**config.mk**
```make
export PLATFORM = sky130hd
export DESIGN_NAME = slink_ltssm
export DESIGN_NICKNAME = d
export VERILOG_FILES = /design/src/slink_pkg.sv /design/src/slink_lane_ctrl.sv /design/src/slink_ltssm.sv /design/src/slink_ltssm_fsm.sv /design/src/slink_os_gen.sv /design/src/slink_rx_train.sv /design/src/slink_tx_lane_mux.sv
export SDC_FILE = /design/constraint.sdc
export NUM_CORES = 1
export LEC_CHECK = 0
export BUFFER_PORTS_ARGS = -buffer_cell sky130_fd_sc_hd__clkbuf_2
export CAP_MARGIN = 20
export CORE_ASPECT_RATIO = 0.9
export CORE_MARGIN = 2
export CORE_UTILIZATION = 40
export DETAILED_ROUTE_END_ITERATION = 8
export PLACE_DENSITY_LB_ADDON = 0.15
export SLEW_MARGIN = 30
export SYNTH_ARGS = -nofsm -noshare
export SYNTH_HDL_FRONTEND = slang
export SYNTH_SLANG_ARGS = --single-unit
export TNS_END_PERCENT = 100
```
**constraint.sdc**
```tcl
create_clock -name clk -period 8.2 [get_ports clk]
set_input_delay 0.41 -clock clk [delete_from_list [all_inputs] [get_ports clk]]
set_output_delay 0.41 -clock clk [all_outputs]
set_load 0.02 [all_outputs]
```
**src/slink_pkg.sv**
```systemverilog
package slink_pkg;

  // --------------------
  // link training states
  typedef enum logic [3:0] {
    IDLE,
    WAIT_CLK,
    SWITCH,
    P0_TS1,
    P0_TS2,
    P0_SDS,
    P0,
    P0_EXIT,
    P1,
    P1_EXIT
  } ltssm_state_t;

  // ordered set requested from the generator
  typedef enum logic [1:0] {
    OS_NONE,
    OS_TS1,
    OS_TS2,
    OS_SDS
  } os_kind_t;

  // --------------------
  // ordered set bytes
  localparam logic [7:0] SYNC_B0   = 8'hAA;
  localparam logic [7:0] SYNC_B1   = 8'h55;
  localparam logic [7:0] TSX_BYTE0 = 8'hBC;
  localparam logic [7:0] TS1_BYTEX = 8'h4A;
  localparam logic [7:0] TS2_BYTEX = 8'h45;
  localparam logic [7:0] SDS_BYTE0 = 8'hE1;
  localparam logic [7:0] SDS_BYTEX = 8'hC3;

  localparam int OS_BLOCK_BYTES = 16;

  // lane i active when i < 2**code
  typedef logic [2:0] lane_code_t;

  function automatic logic lane_on(int unsigned lane, lane_code_t code);
    return lane < (32'd1 << code);
  endfunction

endpackage

```
**src/slink_lane_ctrl.sv**
```systemverilog
module slink_lane_ctrl
  import slink_pkg::*;
#(
  parameter int NUM_TX_LANES = 4,
  parameter int NUM_RX_LANES = 4
)(
  input  logic                    clk,
  input  logic                    reset,
  input  logic                    enable,
  input  logic                    phy_clk_ready,
  input  logic [NUM_TX_LANES-1:0] phy_tx_ready,
  input  logic [NUM_RX_LANES-1:0] phy_rx_ready,
  input  lane_code_t              active_tx_lanes,
  input  lane_code_t              active_rx_lanes,
  input  logic                    lanes_on,
  output logic                    enable_sync,
  output logic                    clk_ready_sync,
  output logic                    all_ready,
  output logic [NUM_TX_LANES-1:0] phy_tx_en,
  output logic [NUM_RX_LANES-1:0] phy_rx_en
);

  localparam int SYNC_W = 2 + NUM_TX_LANES + NUM_RX_LANES;

  logic [SYNC_W-1:0]       sync_ff1, sync_ff2;
  logic [NUM_TX_LANES-1:0] tx_ready_sync, tx_mask;
  logic [NUM_RX_LANES-1:0] rx_ready_sync, rx_mask;

  // two flop chains over one vector of all inputs
  always_ff @(posedge clk or posedge reset) begin
    if (reset) begin
      sync_ff1 <= '0;
      sync_ff2 <= '0;
    end else begin
      sync_ff1 <= {enable, phy_clk_ready, phy_tx_ready, phy_rx_ready};
      sync_ff2 <= sync_ff1;
    end
  end

  assign {enable_sync, clk_ready_sync, tx_ready_sync, rx_ready_sync} = sync_ff2;

  for (genvar i = 0; i < NUM_TX_LANES; i++) begin : g_tx_mask
    assign tx_mask[i] = lane_on(i, active_tx_lanes);
  end

  for (genvar i = 0; i < NUM_RX_LANES; i++) begin : g_rx_mask
    assign rx_mask[i] = lane_on(i, active_rx_lanes);
  end

  // inactive lanes may report anything
  assign all_ready = ((tx_ready_sync & tx_mask) == tx_mask) &&
                     ((rx_ready_sync & rx_mask) == rx_mask);

  assign phy_tx_en = tx_mask & {NUM_TX_LANES{lanes_on}};
  assign phy_rx_en = rx_mask & {NUM_RX_LANES{lanes_on}};

endmodule

```
**src/slink_ltssm.sv**
```systemverilog
module slink_ltssm
  import slink_pkg::*;
#(
  parameter int DATA_WIDTH      = 8,
  parameter int NUM_TX_LANES    = 4,
  parameter int NUM_RX_LANES    = 4,
  parameter int REGISTER_TXDATA = 1
)(
  input  logic                               clk,
  input  logic                               reset,
  input  logic                               enable,
  input  logic [15:0]                        ts1_tx_count,
  input  logic [15:0]                        ts1_rx_count,
  input  logic [15:0]                        ts2_tx_count,
  input  logic [15:0]                        ts2_rx_count,
  input  logic [15:0]                        swi_clk_switch_time,
  input  logic [15:0]                        swi_p0_exit_time,
  input  logic [7:0]                         attr_sync_freq,
  input  lane_code_t                         active_tx_lanes,
  input  lane_code_t                         active_rx_lanes,
  input  logic                               phy_clk_ready,
  input  logic [NUM_TX_LANES-1:0]            phy_tx_ready,
  input  logic [NUM_RX_LANES-1:0]            phy_rx_ready,
  input  logic [NUM_RX_LANES-1:0]            rx_ts1_seen,
  input  logic [NUM_RX_LANES-1:0]            rx_ts2_seen,
  input  logic [NUM_RX_LANES-1:0]            rx_sds_seen,
  input  logic                               enter_px_state,
  input  logic                               link_active_req,
  input  logic [NUM_TX_LANES*DATA_WIDTH-1:0] link_data,
  output logic                               use_phy_clk,
  output logic                               phy_clk_en,
  output logic [NUM_TX_LANES-1:0]            phy_tx_en,
  output logic [NUM_RX_LANES-1:0]            phy_rx_en,
  output logic [NUM_RX_LANES-1:0]            phy_rx_align,
  output logic                               deskew_enable,
  output logic                               sds_sent,
  output logic                               ll_tx_valid,
  output logic                               in_px_state,
  output logic                               effect_update,
  output logic                               link_wake_n,
  output logic [NUM_TX_LANES*DATA_WIDTH-1:0] ltssm_data,
  output ltssm_state_t                       ltssm_state
);

  logic                  enable_sync, clk_ready_sync, all_ready, lanes_on;
  logic                  block_end, os_done, rx_align;
  logic                  count_ts1, count_ts2, train_clear;
  logic                  ts1_ok, ts2_ok, sds_ok;
  os_kind_t              os_kind;
  logic [DATA_WIDTH-1:0] lane_byte;

  slink_lane_ctrl #(
    .NUM_TX_LANES (NUM_TX_LANES),
    .NUM_RX_LANES (NUM_RX_LANES)
  ) u_lane_ctrl (
    .clk (clk), .reset (reset), .enable (enable), .phy_clk_ready (phy_clk_ready),
    .phy_tx_ready (phy_tx_ready), .phy_rx_ready (phy_rx_ready),
    .active_tx_lanes (active_tx_lanes), .active_rx_lanes (active_rx_lanes),
    .lanes_on (lanes_on), .enable_sync (enable_sync), .clk_ready_sync (clk_ready_sync),
    .all_ready (all_ready), .phy_tx_en (phy_tx_en), .phy_rx_en (phy_rx_en)
  );

  slink_os_gen #(.DATA_WIDTH (DATA_WIDTH)) u_os_gen (
    .clk (clk), .reset (reset), .os_kind (os_kind), .attr_sync_freq (attr_sync_freq),
    .block_end (block_end), .os_done (os_done), .lane_byte (lane_byte)
  );

  slink_rx_train #(.NUM_RX_LANES (NUM_RX_LANES)) u_rx_train (
    .clk (clk), .reset (reset), .rx_ts1_seen (rx_ts1_seen), .rx_ts2_seen (rx_ts2_seen),
    .rx_sds_seen (rx_sds_seen), .count_ts1 (count_ts1), .count_ts2 (count_ts2),
    .train_clear (train_clear), .ts1_rx_count (ts1_rx_count), .ts2_rx_count (ts2_rx_count),
    .ts1_ok (ts1_ok), .ts2_ok (ts2_ok), .sds_ok (sds_ok)
  );

  slink_ltssm_fsm u_fsm (
    .clk (clk), .reset (reset), .enable_sync (enable_sync), .clk_ready_sync (clk_ready_sync),
    .all_ready (all_ready), .block_end (block_end), .os_done (os_done),
    .ts1_ok (ts1_ok), .ts2_ok (ts2_ok), .sds_ok (sds_ok),
    .enter_px_state (enter_px_state), .link_active_req (link_active_req),
    .ts1_tx_count (ts1_tx_count), .ts2_tx_count (ts2_tx_count),
    .swi_clk_switch_time (swi_clk_switch_time), .swi_p0_exit_time (swi_p0_exit_time),
    .state (ltssm_state), .os_kind (os_kind), .count_ts1 (count_ts1),
    .count_ts2 (count_ts2), .train_clear (train_clear), .lanes_on (lanes_on),
    .use_phy_clk (use_phy_clk), .phy_clk_en (phy_clk_en), .rx_align (rx_align),
    .deskew_enable (deskew_enable), .sds_sent (sds_sent), .ll_tx_valid (ll_tx_valid),
    .in_px_state (in_px_state), .effect_update (effect_update), .link_wake_n (link_wake_n)
  );

  slink_tx_lane_mux #(
    .DATA_WIDTH      (DATA_WIDTH),
    .NUM_TX_LANES    (NUM_TX_LANES),
    .REGISTER_TXDATA (REGISTER_TXDATA)
  ) u_tx_lane_mux (
    .clk (clk), .reset (reset), .state (ltssm_state), .lane_byte (lane_byte),
    .link_data (link_data), .phy_tx_en (phy_tx_en), .ltssm_data (ltssm_data)
  );

  assign phy_rx_align = {NUM_RX_LANES{rx_align}};   // same request on every rx lane

endmodule

```
**src/slink_ltssm_fsm.sv**
```systemverilog
module slink_ltssm_fsm
  import slink_pkg::*;
(
  input  logic         clk,
  input  logic         reset,
  input  logic         enable_sync,
  input  logic         clk_ready_sync,
  input  logic         all_ready,
  input  logic         block_end,
  input  logic         os_done,
  input  logic         ts1_ok,
  input  logic         ts2_ok,
  input  logic         sds_ok,
  input  logic         enter_px_state,
  input  logic         link_active_req,
  input  logic [15:0]  ts1_tx_count,
  input  logic [15:0]  ts2_tx_count,
  input  logic [15:0]  swi_clk_switch_time,
  input  logic [15:0]  swi_p0_exit_time,
  output ltssm_state_t state,
  output os_kind_t     os_kind,
  output logic         count_ts1,
  output logic         count_ts2,
  output logic         train_clear,
  output logic         lanes_on,
  output logic         use_phy_clk,
  output logic         phy_clk_en,
  output logic         rx_align,
  output logic         deskew_enable,
  output logic         sds_sent,
  output logic         ll_tx_valid,
  output logic         in_px_state,
  output logic         effect_update,
  output logic         link_wake_n
);

  ltssm_state_t state_in;
  logic [15:0]  timer, timer_in;   // switch/exit wait and sent OS count
  logic         lanes_on_in;
  logic         use_phy_clk_in;
  logic         phy_clk_en_in;
  logic         link_wake_n_in;
  logic         effect_update_in;

  always_comb begin
    state_in         = state;
    timer_in         = timer;
    lanes_on_in      = lanes_on;
    use_phy_clk_in   = use_phy_clk;
    phy_clk_en_in    = phy_clk_en;
    link_wake_n_in   = 1'b0;
    effect_update_in = 1'b0;

    case (state)
      IDLE: begin
        timer_in       = '0;
        lanes_on_in    = 1'b0;
        phy_clk_en_in  = enable_sync;
        link_wake_n_in = !enable_sync;
        if (enable_sync) begin
          state_in = WAIT_CLK;
        end
      end
      WAIT_CLK: begin
        if (clk_ready_sync) begin
          use_phy_clk_in = 1'b1;
          state_in       = SWITCH;
        end
      end
      SWITCH: begin
        if (timer == swi_clk_switch_time) begin
          lanes_on_in = 1'b1;
          if (all_ready) begin
            timer_in = '0;
            state_in = P0_TS1;
          end
        end else begin
          timer_in = timer + 16'd1;
        end
      end
      // --------------------
      // training states where the timer counts sent TS blocks
      P0_TS1: begin
        if (os_done) begin
          if (((timer >= ts1_tx_count) || ts2_ok) && ts1_ok) begin
            timer_in = '0;
            state_in = P0_TS2;
          end else if (timer < ts1_tx_count) begin
            timer_in = timer + 16'd1;
          end
        end
      end
      P0_TS2: begin
        if (os_done) begin
          if (((timer >= ts2_tx_count) || sds_ok) && ts2_ok) begin
            timer_in = '0;
            state_in = P0_SDS;
          end else if (timer < ts2_tx_count) begin
            timer_in = timer + 16'd1;
          end
        end
      end
      P0_SDS: begin
        if (block_end) begin
          state_in = P0;
        end
      end
      // --------------------
      // power states
      P0: begin
        link_wake_n_in = 1'b1;
        if (enter_px_state) begin
          timer_in = '0;
          state_in = P0_EXIT;
        end
      end
      P0_EXIT: begin
        link_wake_n_in = 1'b1;
        if (timer == swi_p0_exit_time) begin
          timer_in         = '0;
          lanes_on_in      = 1'b0;
          effect_update_in = 1'b1;
          state_in         = P1;
        end else begin
          timer_in = timer + 16'd1;
        end
      end
      P1: begin
        link_wake_n_in = !link_active_req;
        if (link_active_req) begin
          lanes_on_in = 1'b1;
          state_in    = P1_EXIT;
        end
      end
      P1_EXIT: begin
        if (all_ready) begin
          timer_in = '0;
          state_in = P0_TS1;
        end
      end
      default: state_in = IDLE;
    endcase

    // losing enable overrides everything
    if (!enable_sync) begin
      use_phy_clk_in = 1'b0;
      lanes_on_in    = 1'b0;
      state_in       = IDLE;
    end
  end

  always_ff @(posedge clk or posedge reset) begin
    if (reset) begin
      state         <= IDLE;
      timer         <= '0;
      lanes_on      <= 1'b0;
      use_phy_clk   <= 1'b0;
      phy_clk_en    <= 1'b0;
      rx_align      <= 1'b0;
      deskew_enable <= 1'b0;
      in_px_state   <= 1'b0;
      effect_update <= 1'b0;
      link_wake_n   <= 1'b1;
    end else begin
      state         <= state_in;
      timer         <= timer_in;
      lanes_on      <= lanes_on_in;
      use_phy_clk   <= use_phy_clk_in;
      phy_clk_en    <= phy_clk_en_in;
      rx_align      <= (state_in == P0_TS1) || (state_in == P1_EXIT);
      deskew_enable <= state_in inside {P0_TS1, P0_TS2, P0_SDS, P0, P0_EXIT, P1_EXIT};
      in_px_state   <= (state_in == P1);
      effect_update <= effect_update_in;
      link_wake_n   <= link_wake_n_in;
    end
  end

  assign os_kind = (state == P0_TS1) ? OS_TS1 :
                   (state == P0_TS2) ? OS_TS2 :
                   (state == P0_SDS) ? OS_SDS : OS_NONE;

  assign count_ts1   = (state == P0_TS1);
  assign count_ts2   = (state == P0_TS1) || (state == P0_TS2);
  assign train_clear = !(state inside {P0_TS1, P0_TS2, P0_SDS});
  assign sds_sent    = (state == P0_SDS) && block_end;   // last SDS beat
  assign ll_tx_valid = (state == P0);

endmodule

```
**src/slink_os_gen.sv**
```systemverilog
module slink_os_gen
  import slink_pkg::*;
#(
  parameter int DATA_WIDTH = 8
)(
  input  logic                  clk,
  input  logic                  reset,
  input  os_kind_t              os_kind,
  input  logic [7:0]            attr_sync_freq,
  output logic                  block_end,
  output logic                  os_done,
  output logic [DATA_WIDTH-1:0] lane_byte
);

  localparam int BEAT_BYTES = DATA_WIDTH / 8;

  logic [3:0] byte_cnt;
  logic [7:0] sync_cnt;      // data blocks since last SYNC
  logic       sending_sync;
  logic       sync_blk;

  assign sync_blk  = sending_sync && (os_kind != OS_SDS);  // SDS never displaced
  assign block_end = (os_kind != OS_NONE) &&
                     (byte_cnt == 4'(OS_BLOCK_BYTES - BEAT_BYTES));
  assign os_done   = block_end && !sync_blk;

  always_ff @(posedge clk or posedge reset) begin
    if (reset) begin
      byte_cnt     <= '0;
      sync_cnt     <= '0;
      sending_sync <= 1'b1;
    end else if (os_kind == OS_NONE) begin
      byte_cnt     <= '0;
      sync_cnt     <= '0;
      sending_sync <= 1'b1;    // first block is SYNC
    end else if (block_end) begin
      byte_cnt <= '0;
      if (sync_blk) begin
        sync_cnt     <= '0;
        sending_sync <= 1'b0;
      end else begin
        sync_cnt     <= sync_cnt + 8'd1;
        sending_sync <= (sync_cnt + 8'd1 == attr_sync_freq);
      end
    end else begin
      byte_cnt <= byte_cnt + 4'(BEAT_BYTES);
    end
  end

  // --------------------
  // lane bytes, lowest byte first
  always_comb begin : byte_sel
    logic [3:0] idx;
    lane_byte = '0;
    for (int k = 0; k < BEAT_BYTES; k++) begin
      idx = byte_cnt + 4'(k);
      case (os_kind)
        OS_NONE: lane_byte[8*k +: 8] = 8'h00;
        OS_SDS:  lane_byte[8*k +: 8] = (idx == 4'd0) ? SDS_BYTE0 : SDS_BYTEX;
        default: begin
          if (sync_blk) begin
            lane_byte[8*k +: 8] = idx[0] ? SYNC_B1 : SYNC_B0;
          end else if (idx == 4'd0) begin
            lane_byte[8*k +: 8] = TSX_BYTE0;
          end else begin
            lane_byte[8*k +: 8] = (os_kind == OS_TS1) ? TS1_BYTEX : TS2_BYTEX;
          end
        end
      endcase
    end
  end

endmodule

```
**src/slink_rx_train.sv**
```systemverilog
module slink_rx_train #(
  parameter int NUM_RX_LANES = 4
)(
  input  logic                    clk,
  input  logic                    reset,
  input  logic [NUM_RX_LANES-1:0] rx_ts1_seen,
  input  logic [NUM_RX_LANES-1:0] rx_ts2_seen,
  input  logic [NUM_RX_LANES-1:0] rx_sds_seen,
  input  logic                    count_ts1,
  input  logic                    count_ts2,
  input  logic                    train_clear,
  input  logic [15:0]             ts1_rx_count,
  input  logic [15:0]             ts2_rx_count,
  output logic                    ts1_ok,
  output logic                    ts2_ok,
  output logic                    sds_ok
);

  logic [15:0] ts1_cnt;
  logic [15:0] ts2_cnt;

  always_ff @(posedge clk or posedge reset) begin
    if (reset) begin
      ts1_cnt <= '0;
      ts2_cnt <= '0;
      sds_ok  <= 1'b0;
    end else if (train_clear) begin
      ts1_cnt <= '0;
      ts2_cnt <= '0;
      sds_ok  <= 1'b0;
    end else begin
      if (count_ts1 && (&rx_ts1_seen) && !(&ts1_cnt)) begin
        ts1_cnt <= ts1_cnt + 16'd1;
      end
      if (count_ts2 && (&rx_ts2_seen) && !(&ts2_cnt)) begin
        ts2_cnt <= ts2_cnt + 16'd1;
      end
      if (count_ts2 && rx_sds_seen[0]) begin
        sds_ok <= 1'b1;     // lane 0 only
      end
    end
  end

  // far end already ahead also counts as done
  assign ts1_ok = (ts1_cnt >= ts1_rx_count) || (ts2_cnt != 16'd0);
  assign ts2_ok = (ts2_cnt >= ts2_rx_count) || sds_ok;

endmodule

```
**src/slink_tx_lane_mux.sv**
```systemverilog
module slink_tx_lane_mux
  import slink_pkg::*;
#(
  parameter int DATA_WIDTH      = 8,
  parameter int NUM_TX_LANES    = 4,
  parameter int REGISTER_TXDATA = 1
)(
  input  logic                               clk,
  input  logic                               reset,
  input  ltssm_state_t                       state,
  input  logic [DATA_WIDTH-1:0]              lane_byte,
  input  logic [NUM_TX_LANES*DATA_WIDTH-1:0] link_data,
  input  logic [NUM_TX_LANES-1:0]            phy_tx_en,
  output logic [NUM_TX_LANES*DATA_WIDTH-1:0] ltssm_data
);

  logic                               link_phase;
  logic [NUM_TX_LANES*DATA_WIDTH-1:0] data_sel;

  assign link_phase = (state == P0) || (state == P0_EXIT);

  for (genvar i = 0; i < NUM_TX_LANES; i++) begin : g_lane
    assign data_sel[i*DATA_WIDTH +: DATA_WIDTH] =
      !phy_tx_en[i] ? '0 :
      link_phase    ? link_data[i*DATA_WIDTH +: DATA_WIDTH] : lane_byte;
  end

  if (REGISTER_TXDATA != 0) begin : g_reg
    always_ff @(posedge clk or posedge reset) begin
      if (reset) begin
        ltssm_data <= '0;
      end else begin
        ltssm_data <= data_sel;    // one cycle to the PHY
      end
    end
  end else begin : g_comb
    assign ltssm_data = data_sel;
  end

endmodule
```
==> impl_metrics.ini, run 1 <==
[finish]
layout_commonest_cell = clkbuf_2
final_cell_mix = clkbuf_2, dfrtp_1, nor2_1
area_delta_synth_final_pct = 21.8
final_layout_size_suffix_gt1_share_pct = 25.0
stdcell_area_sq_um = 10100
nets = 1344

[yosys]
synthCells = 914
synth_ff_type = dfrtp_1
synth_seq_cells = 126
syn_nets = 1153
synth-edff-count = 0
avgSynthCellArea_sq_um = 9.03
syn_area_sq_um = 8250
yosys_warnings = 0
async_flop_share_pct = 100
ys_types = 74
seq_area_frac_synth_pct = 38.3

[worst_setup_path]
cp_cell_sequence = ha_1 -> a211oi_1 -> nor2_1 -> a2111oi_1 -> o31ai_1 -> a31oi_4 -> nand3_2 -> a22o_2
path_max_fanout = 15
cp.required_ns = 8.51
start_kind = register
worstSetupPathType = register to register
worstPathArrival_ns = 3.76
crit_start = u_fsm.timer[5]
reg2reg_from = u_fsm.timer[5]
endpoint_kind = register
cp_slowest_cell = a2111oi_1
max_stage_delay_ns = 0.75

[cts]
h-tree-depth = 4
clock_sinks = 126
cts_resized = 0
ctsHoldBuffers = 0
cts_buffer_depth = 2
cts_tree = yes
cts_made_buffers = 17
insertion_delay_ns = 0.43
cts_setup_buffers = 0
clock-root-buffer = clkbuf_16
cts.reportedPaths.clkPinSlew_ns = 0.06

[detailed_routing]
drt_first_pass_iters = 5
vias_per_cell = 5.21
via_count = 7155
antenna_left = 0
drtIter0Drc = 366
drt-total-wl_um = 21700
wl_per_cell_um = 15.8
drc = 0

[status]
status = finished, final reports clean

[grt]
grt_util_all_layers_pct = 20.2
antenna_found_initial = 1
grt_most_used_layer = met2
overflow = 0
gr-usage-met3_pct = 4.80
grt_pass1_vias = 6882
grt_max_degree = 68
grt_use_met2_pct = 32.0
gr-usage-met1_pct = 27.8
grt_pass1_wl_um = 34800

[die]
rows = 49
core_sq_um = 20100
initial_utilization_pct = 41.0
dieArea_sq_um = 21800
die_x_um = 155
die_h_um = 140
io-pin-count = 224

[sta]
fmax_mhz = 290
fin_skew_ns = 0.00815
slew_headroom_pct = 32.7
fin_ws_ns = 4.75
setup_violations = 0
grt_setup_unrepaired = false
hold_violations = 0
tightest_slew_ns = 1.00
min_period_over_period_pct = 42.0
tns_ns = 0
final-max-slew-violation-count = 0
fin_crit_ns = 3.45

[hold_path]
worstHoldStart = phy_clk_ready
min_path_type = input port to register

[place]
pre_cts_slack_ns = 4.80
hpwl_um = 16300
place.gp.congestion = 0.840
postPlaceCellArea_sq_um = 9440
place.port_buffers = 220

[pwr]
p_leak_nw = 5.24
total_power_mw = 1.71
powerDensity_nw_per_um2 = 170
ir_drop_uv = 115

[flow_run]
cap_violations = 0
[synth_stat cells, drive strengths merged (9+ instances only)]
master	count	area (sq um)
clkbuf	27	101
nand2	74	280
o211a	13	130
a21oi	37	196
xor2	52	455
o21a	13	97.6
nor2b	9	56.3
buf	24	164
a22o	15	135
dfrtp	124	3100
nor4	21	131
nand3	36	185
mux2i	9	90.1
and2	9	56.3
nor3	14	81.3
inv	80	300
xnor2	20	175
nand4	25	156
ha	71	888
or3	12	75.1
o21ai	45	225
nor2	94	358
[cells by family (layout without fill, tap and decap cells)]
| logic type | Yosys count | after routing | synth area share [%] |
|---|---|---|---|
| mux | 10 | 10 | 1.23 |
| simple gates | 323 | 323 | 19.5 |
| compound gates | 180 | 180 | 15.7 |
| flops | 126 | 126 | 38.3 |
| fa+ha+maj | 71 | 71 | 10.8 |
| buf+inv | 132 | 336 | 6.90 |
| xor+xnor | 72 | 72 | 7.64 |
| other cells | 0 | 1 | 0 |
[routing by layer]
| layer | part of all wire [%] | wire length [um] |
|---|---|---|
| met1 | 47 | 10300 |
| met4 | 1.3 | 280 |
| met2 | 46 | 9990 |
| met5 | 0 | 0 |
| met3 | 5.3 | 1150 |
[worst max-delay path: cells and delay by family, from the launching register on]
family                     cells  cell delay [ns]
AOI/OAI and AO/OA              5             2.00
DFF                            1             0.56
and+or+nand+nor                2             0.45
adders and majority gates      1             0.32
[final timing paths]
check	depth (start not counted)	to	slack [ns]
worst max-delay path	8	u_fsm.timer[14]	4.75
worst min-delay path	1	u_lane_ctrl.sync_ff1[8]	0.08
worst max register to register	8	u_fsm.timer[14]	4.75
worst min register to register	0	u_lane_ctrl.sync_ff2[6]	0.35
max in group asynchronous	3	u_lane_ctrl.sync_ff2[7]	6.71
min in group asynchronous	2	u_rx_train.ts1_cnt[4]	0.13
[power by group]
part	internal [mW]	leakage, nW	switching (mW)
Clock	0.467	0.301	0.315
Combinational	0.0980	3.24	0.155
Sequential	0.639	1.70	0.0307
[metrics by stage]
stage	instances	hold slack (ns)	utilization, %
final	1374	0.0843	50.0
after floorplan	914	0.331	-
after detailed placement	1341	0.335	46.9
after global routing	1374	0.0598	50.0
after global placement	1341	0.333	46.9
after CTS	1373	0.0657	50.0
[registers in the layout, summed over array words and instances (netlist names), 4 cells and up]
name and flops:
u_rx_train.ts1_cnt 16, u_fsm.timer 16, u_tx_lane_mux.ltssm_data 32, u_os_gen.byte_cnt 4, u_rx_train.ts2_cnt 16, u_lane_ctrl.sync_ff1 10, u_lane_ctrl.sync_ff2 10, u_fsm.state 4
u_os_gen.sync_cnt 8
[final cells by class]
| type | instances | area [sq um] |
|---|---|---|
| repair buffers | 223 | 1120 |
| diodes | 1 | 2.50 |
| fillers | 1977 | 10100 |
| clock buffers | 18 | 439 |
| inverters | 81 | 307 |
| clock inverters | 14 | 170 |
| multi-input cells | 656 | 4530 |
| flip-flops and latches | 126 | 3160 |
| well taps | 255 | 319 |
No activity file was read; power rests on OpenSTA's default activity.
==> run 2, diff against run 1 <==
clock period = 3.4 ns   (was 8.2 ns; I/O delays follow)
==> run 2 against run 1 <==
Effect of this change: count of clock-buffer cells in the layout stayed put; clock power rose by 150%; clock skew is essentially flat; largest cell class unchanged; final area increased by 5.7%; non-clock buffer count grew 58; via count up 3.6%; core utilization grew 2.8 points.
==> impl_metrics.ini, run 2 (same netlist as run 1, synthesis figures left out) <==
[grt]
grt_pass1_vias = 7274
gr-usage-met1_pct = 28.9
gr-usage-met3_pct = 4.21
grt_pass1_wl_um = 36400
grt_max_degree = 86
grt_use_met2_pct = 33.0
grt_most_used_layer = met2
grt_util_all_layers_pct = 20.9
antenna_found_initial = 1
overflow = 0

[hold_path]
holdPathStages = 2
min_path_type = input port to register

[sta]
min_period_over_period_pct = 89.8
hold_violations = 0
tns_ns = 0
fin_crit_ns = 3.05
setup_violations = 0
grt_setup_unrepaired = false
slew_headroom_pct = 48.1
fmax_mhz = 328
hold_slack_ns = 0.0146
final-max-slew-violation-count = 0
tightest_slew_ns = 0.776
fin_skew_ns = 0.00834

[worst_setup_path]
crit_start = u_fsm.timer[5]
path_max_fanout = 15
worstSetupPathType = register to register
cp.required_ns = 3.69
regToRegSetupSlack_ns = 0.35
start_kind = register
worstPathArrival_ns = 3.34
crit_end = u_fsm.timer[15]
r2r_end = u_fsm.timer[15]
rr_worst_depth = 8
reg2reg_from = u_fsm.timer[5]
endpoint_kind = register

[detailed_routing]
wl_per_cell_um = 15.6
drc = 0
via_count = 7416
drt-total-wl_um = 22300
drtIter0Drc = 397
antenna_left = 0
drt_first_pass_iters = 4
vias_per_cell = 5.18

[die]
die_x_um = 155
die_h_um = 140
dieArea_sq_um = 21800
core_sq_um = 20100
rows = 49
initial_utilization_pct = 41.0
io-pin-count = 224

[pwr]
powerDensity_nw_per_um2 = 400
total_power_mw = 4.25
p_leak_nw = 5.51
ir_drop_uv = 293

[finish]
final_cell_mix = clkbuf_2, dfrtp_1, nor2_1
top_register = u_tx_lane_mux.ltssm_data
stdcell_area_sq_um = 10600
nets = 1402
final_layout_size_suffix_gt1_share_pct = 25.3
area_delta_synth_final_pct = 28.7
layout_commonest_cell = clkbuf_2
largest_reg_flops = 32

[cts]
clock_sinks = 126
cts_buffer_depth = 2
cts_made_buffers = 17
cts_setup_buffers = 0
h-tree-depth = 4
clock-root-buffer = clkbuf_16
insertion_delay_ns = 0.42
cts_tree = yes
cts.reportedPaths.clkPinSlew_ns = 0.06

[flow_run]
cap_violations = 0

[place]
place.gp.congestion = 0.861
place.port_buffers = 220
postPlaceCellArea_sq_um = 9590
hpwl_um = 17000

[status]
status = finished, final reports clean
run 2: cell types whose count changed in the layout (fill, tap and decap cells not counted), sizes merged:
cell / delta
clkinvlp: +1
dlygate4sd3: +39
buf: +19
bufinv: +2
clkinv: +1
inv: -4
run 2: critical path: stages (launching register included):
cell      delay (ns)
dfrtp_1         0.51
ha_1            0.36
nand4_1         0.15
or3_1           0.46
a211o_1         0.33
and3_1          0.17
or4_4           0.63
nand3_1         0.17
o311ai_0        0.13
run 2: metrics by stage:
stage	cells	setup WS [ns]	utilization, %
after CTS	1431	0.363	52.8
after floorplan	914	0.751	-
final	1432	0.347	52.8
after global placement	1360	0.393	47.7
after global routing	1432	0.0298	52.8
after detailed placement	1360	0.363	47.7
run 2: worst min path at each step:
stage | from | endpoint
floorplan | phy_rx_ready[0] | u_lane_ctrl.sync_ff1[0]
global placement | reset | u_rx_train.ts1_cnt[1]
detailed placement | reset | u_rx_train.ts1_cnt[1]
CTS | link_data[11] | u_tx_lane_mux.ltssm_data[11]
global route | link_data[11] | u_tx_lane_mux.ltssm_data[11]
finish | link_data[11] | u_tx_lane_mux.ltssm_data[11]
run 2: cell type report:
cell class                      instances  area, sq um
Fill cell                            1871         9490
Multi-Input combinational cell        656         4530
Sequential cell                       126         3160
Timing Repair Buffer                  281         1670
Clock buffer                           18          429
Tap cell                              255          319
Inverter                               81          308
Clock inverter                         14          204
Antenna cell                            1         2.50
run 2: where the power goes:
group / switching, mW / leakage [nW] / total, mW / internal (mW)
sequential: 0.0607 / 1.70 / 1.60 / 1.54
clock: 0.714 / 0.310 / 1.95 / 1.24
combinational: 0.405 / 3.50 / 0.689 / 0.284
total: 1.18 / 5.51 / 4.25 / 3.07
run 2: what timing repair did:
item                      CTS  global route
gates resized for setup     0             0
hold endpoints to repair   55             0
hold buffers               39             0
run 2: layer usage:
| metal | vias to the layer above | part of all wire [%] |
|---|---|---|
| met2 | 242 | 45 |
| li1 | 3687 | - |
| met5 | - | 0 |
| met4 | 0 | 2.1 |
| met3 | 35 | 5.4 |
| met1 | 3452 | 47 |
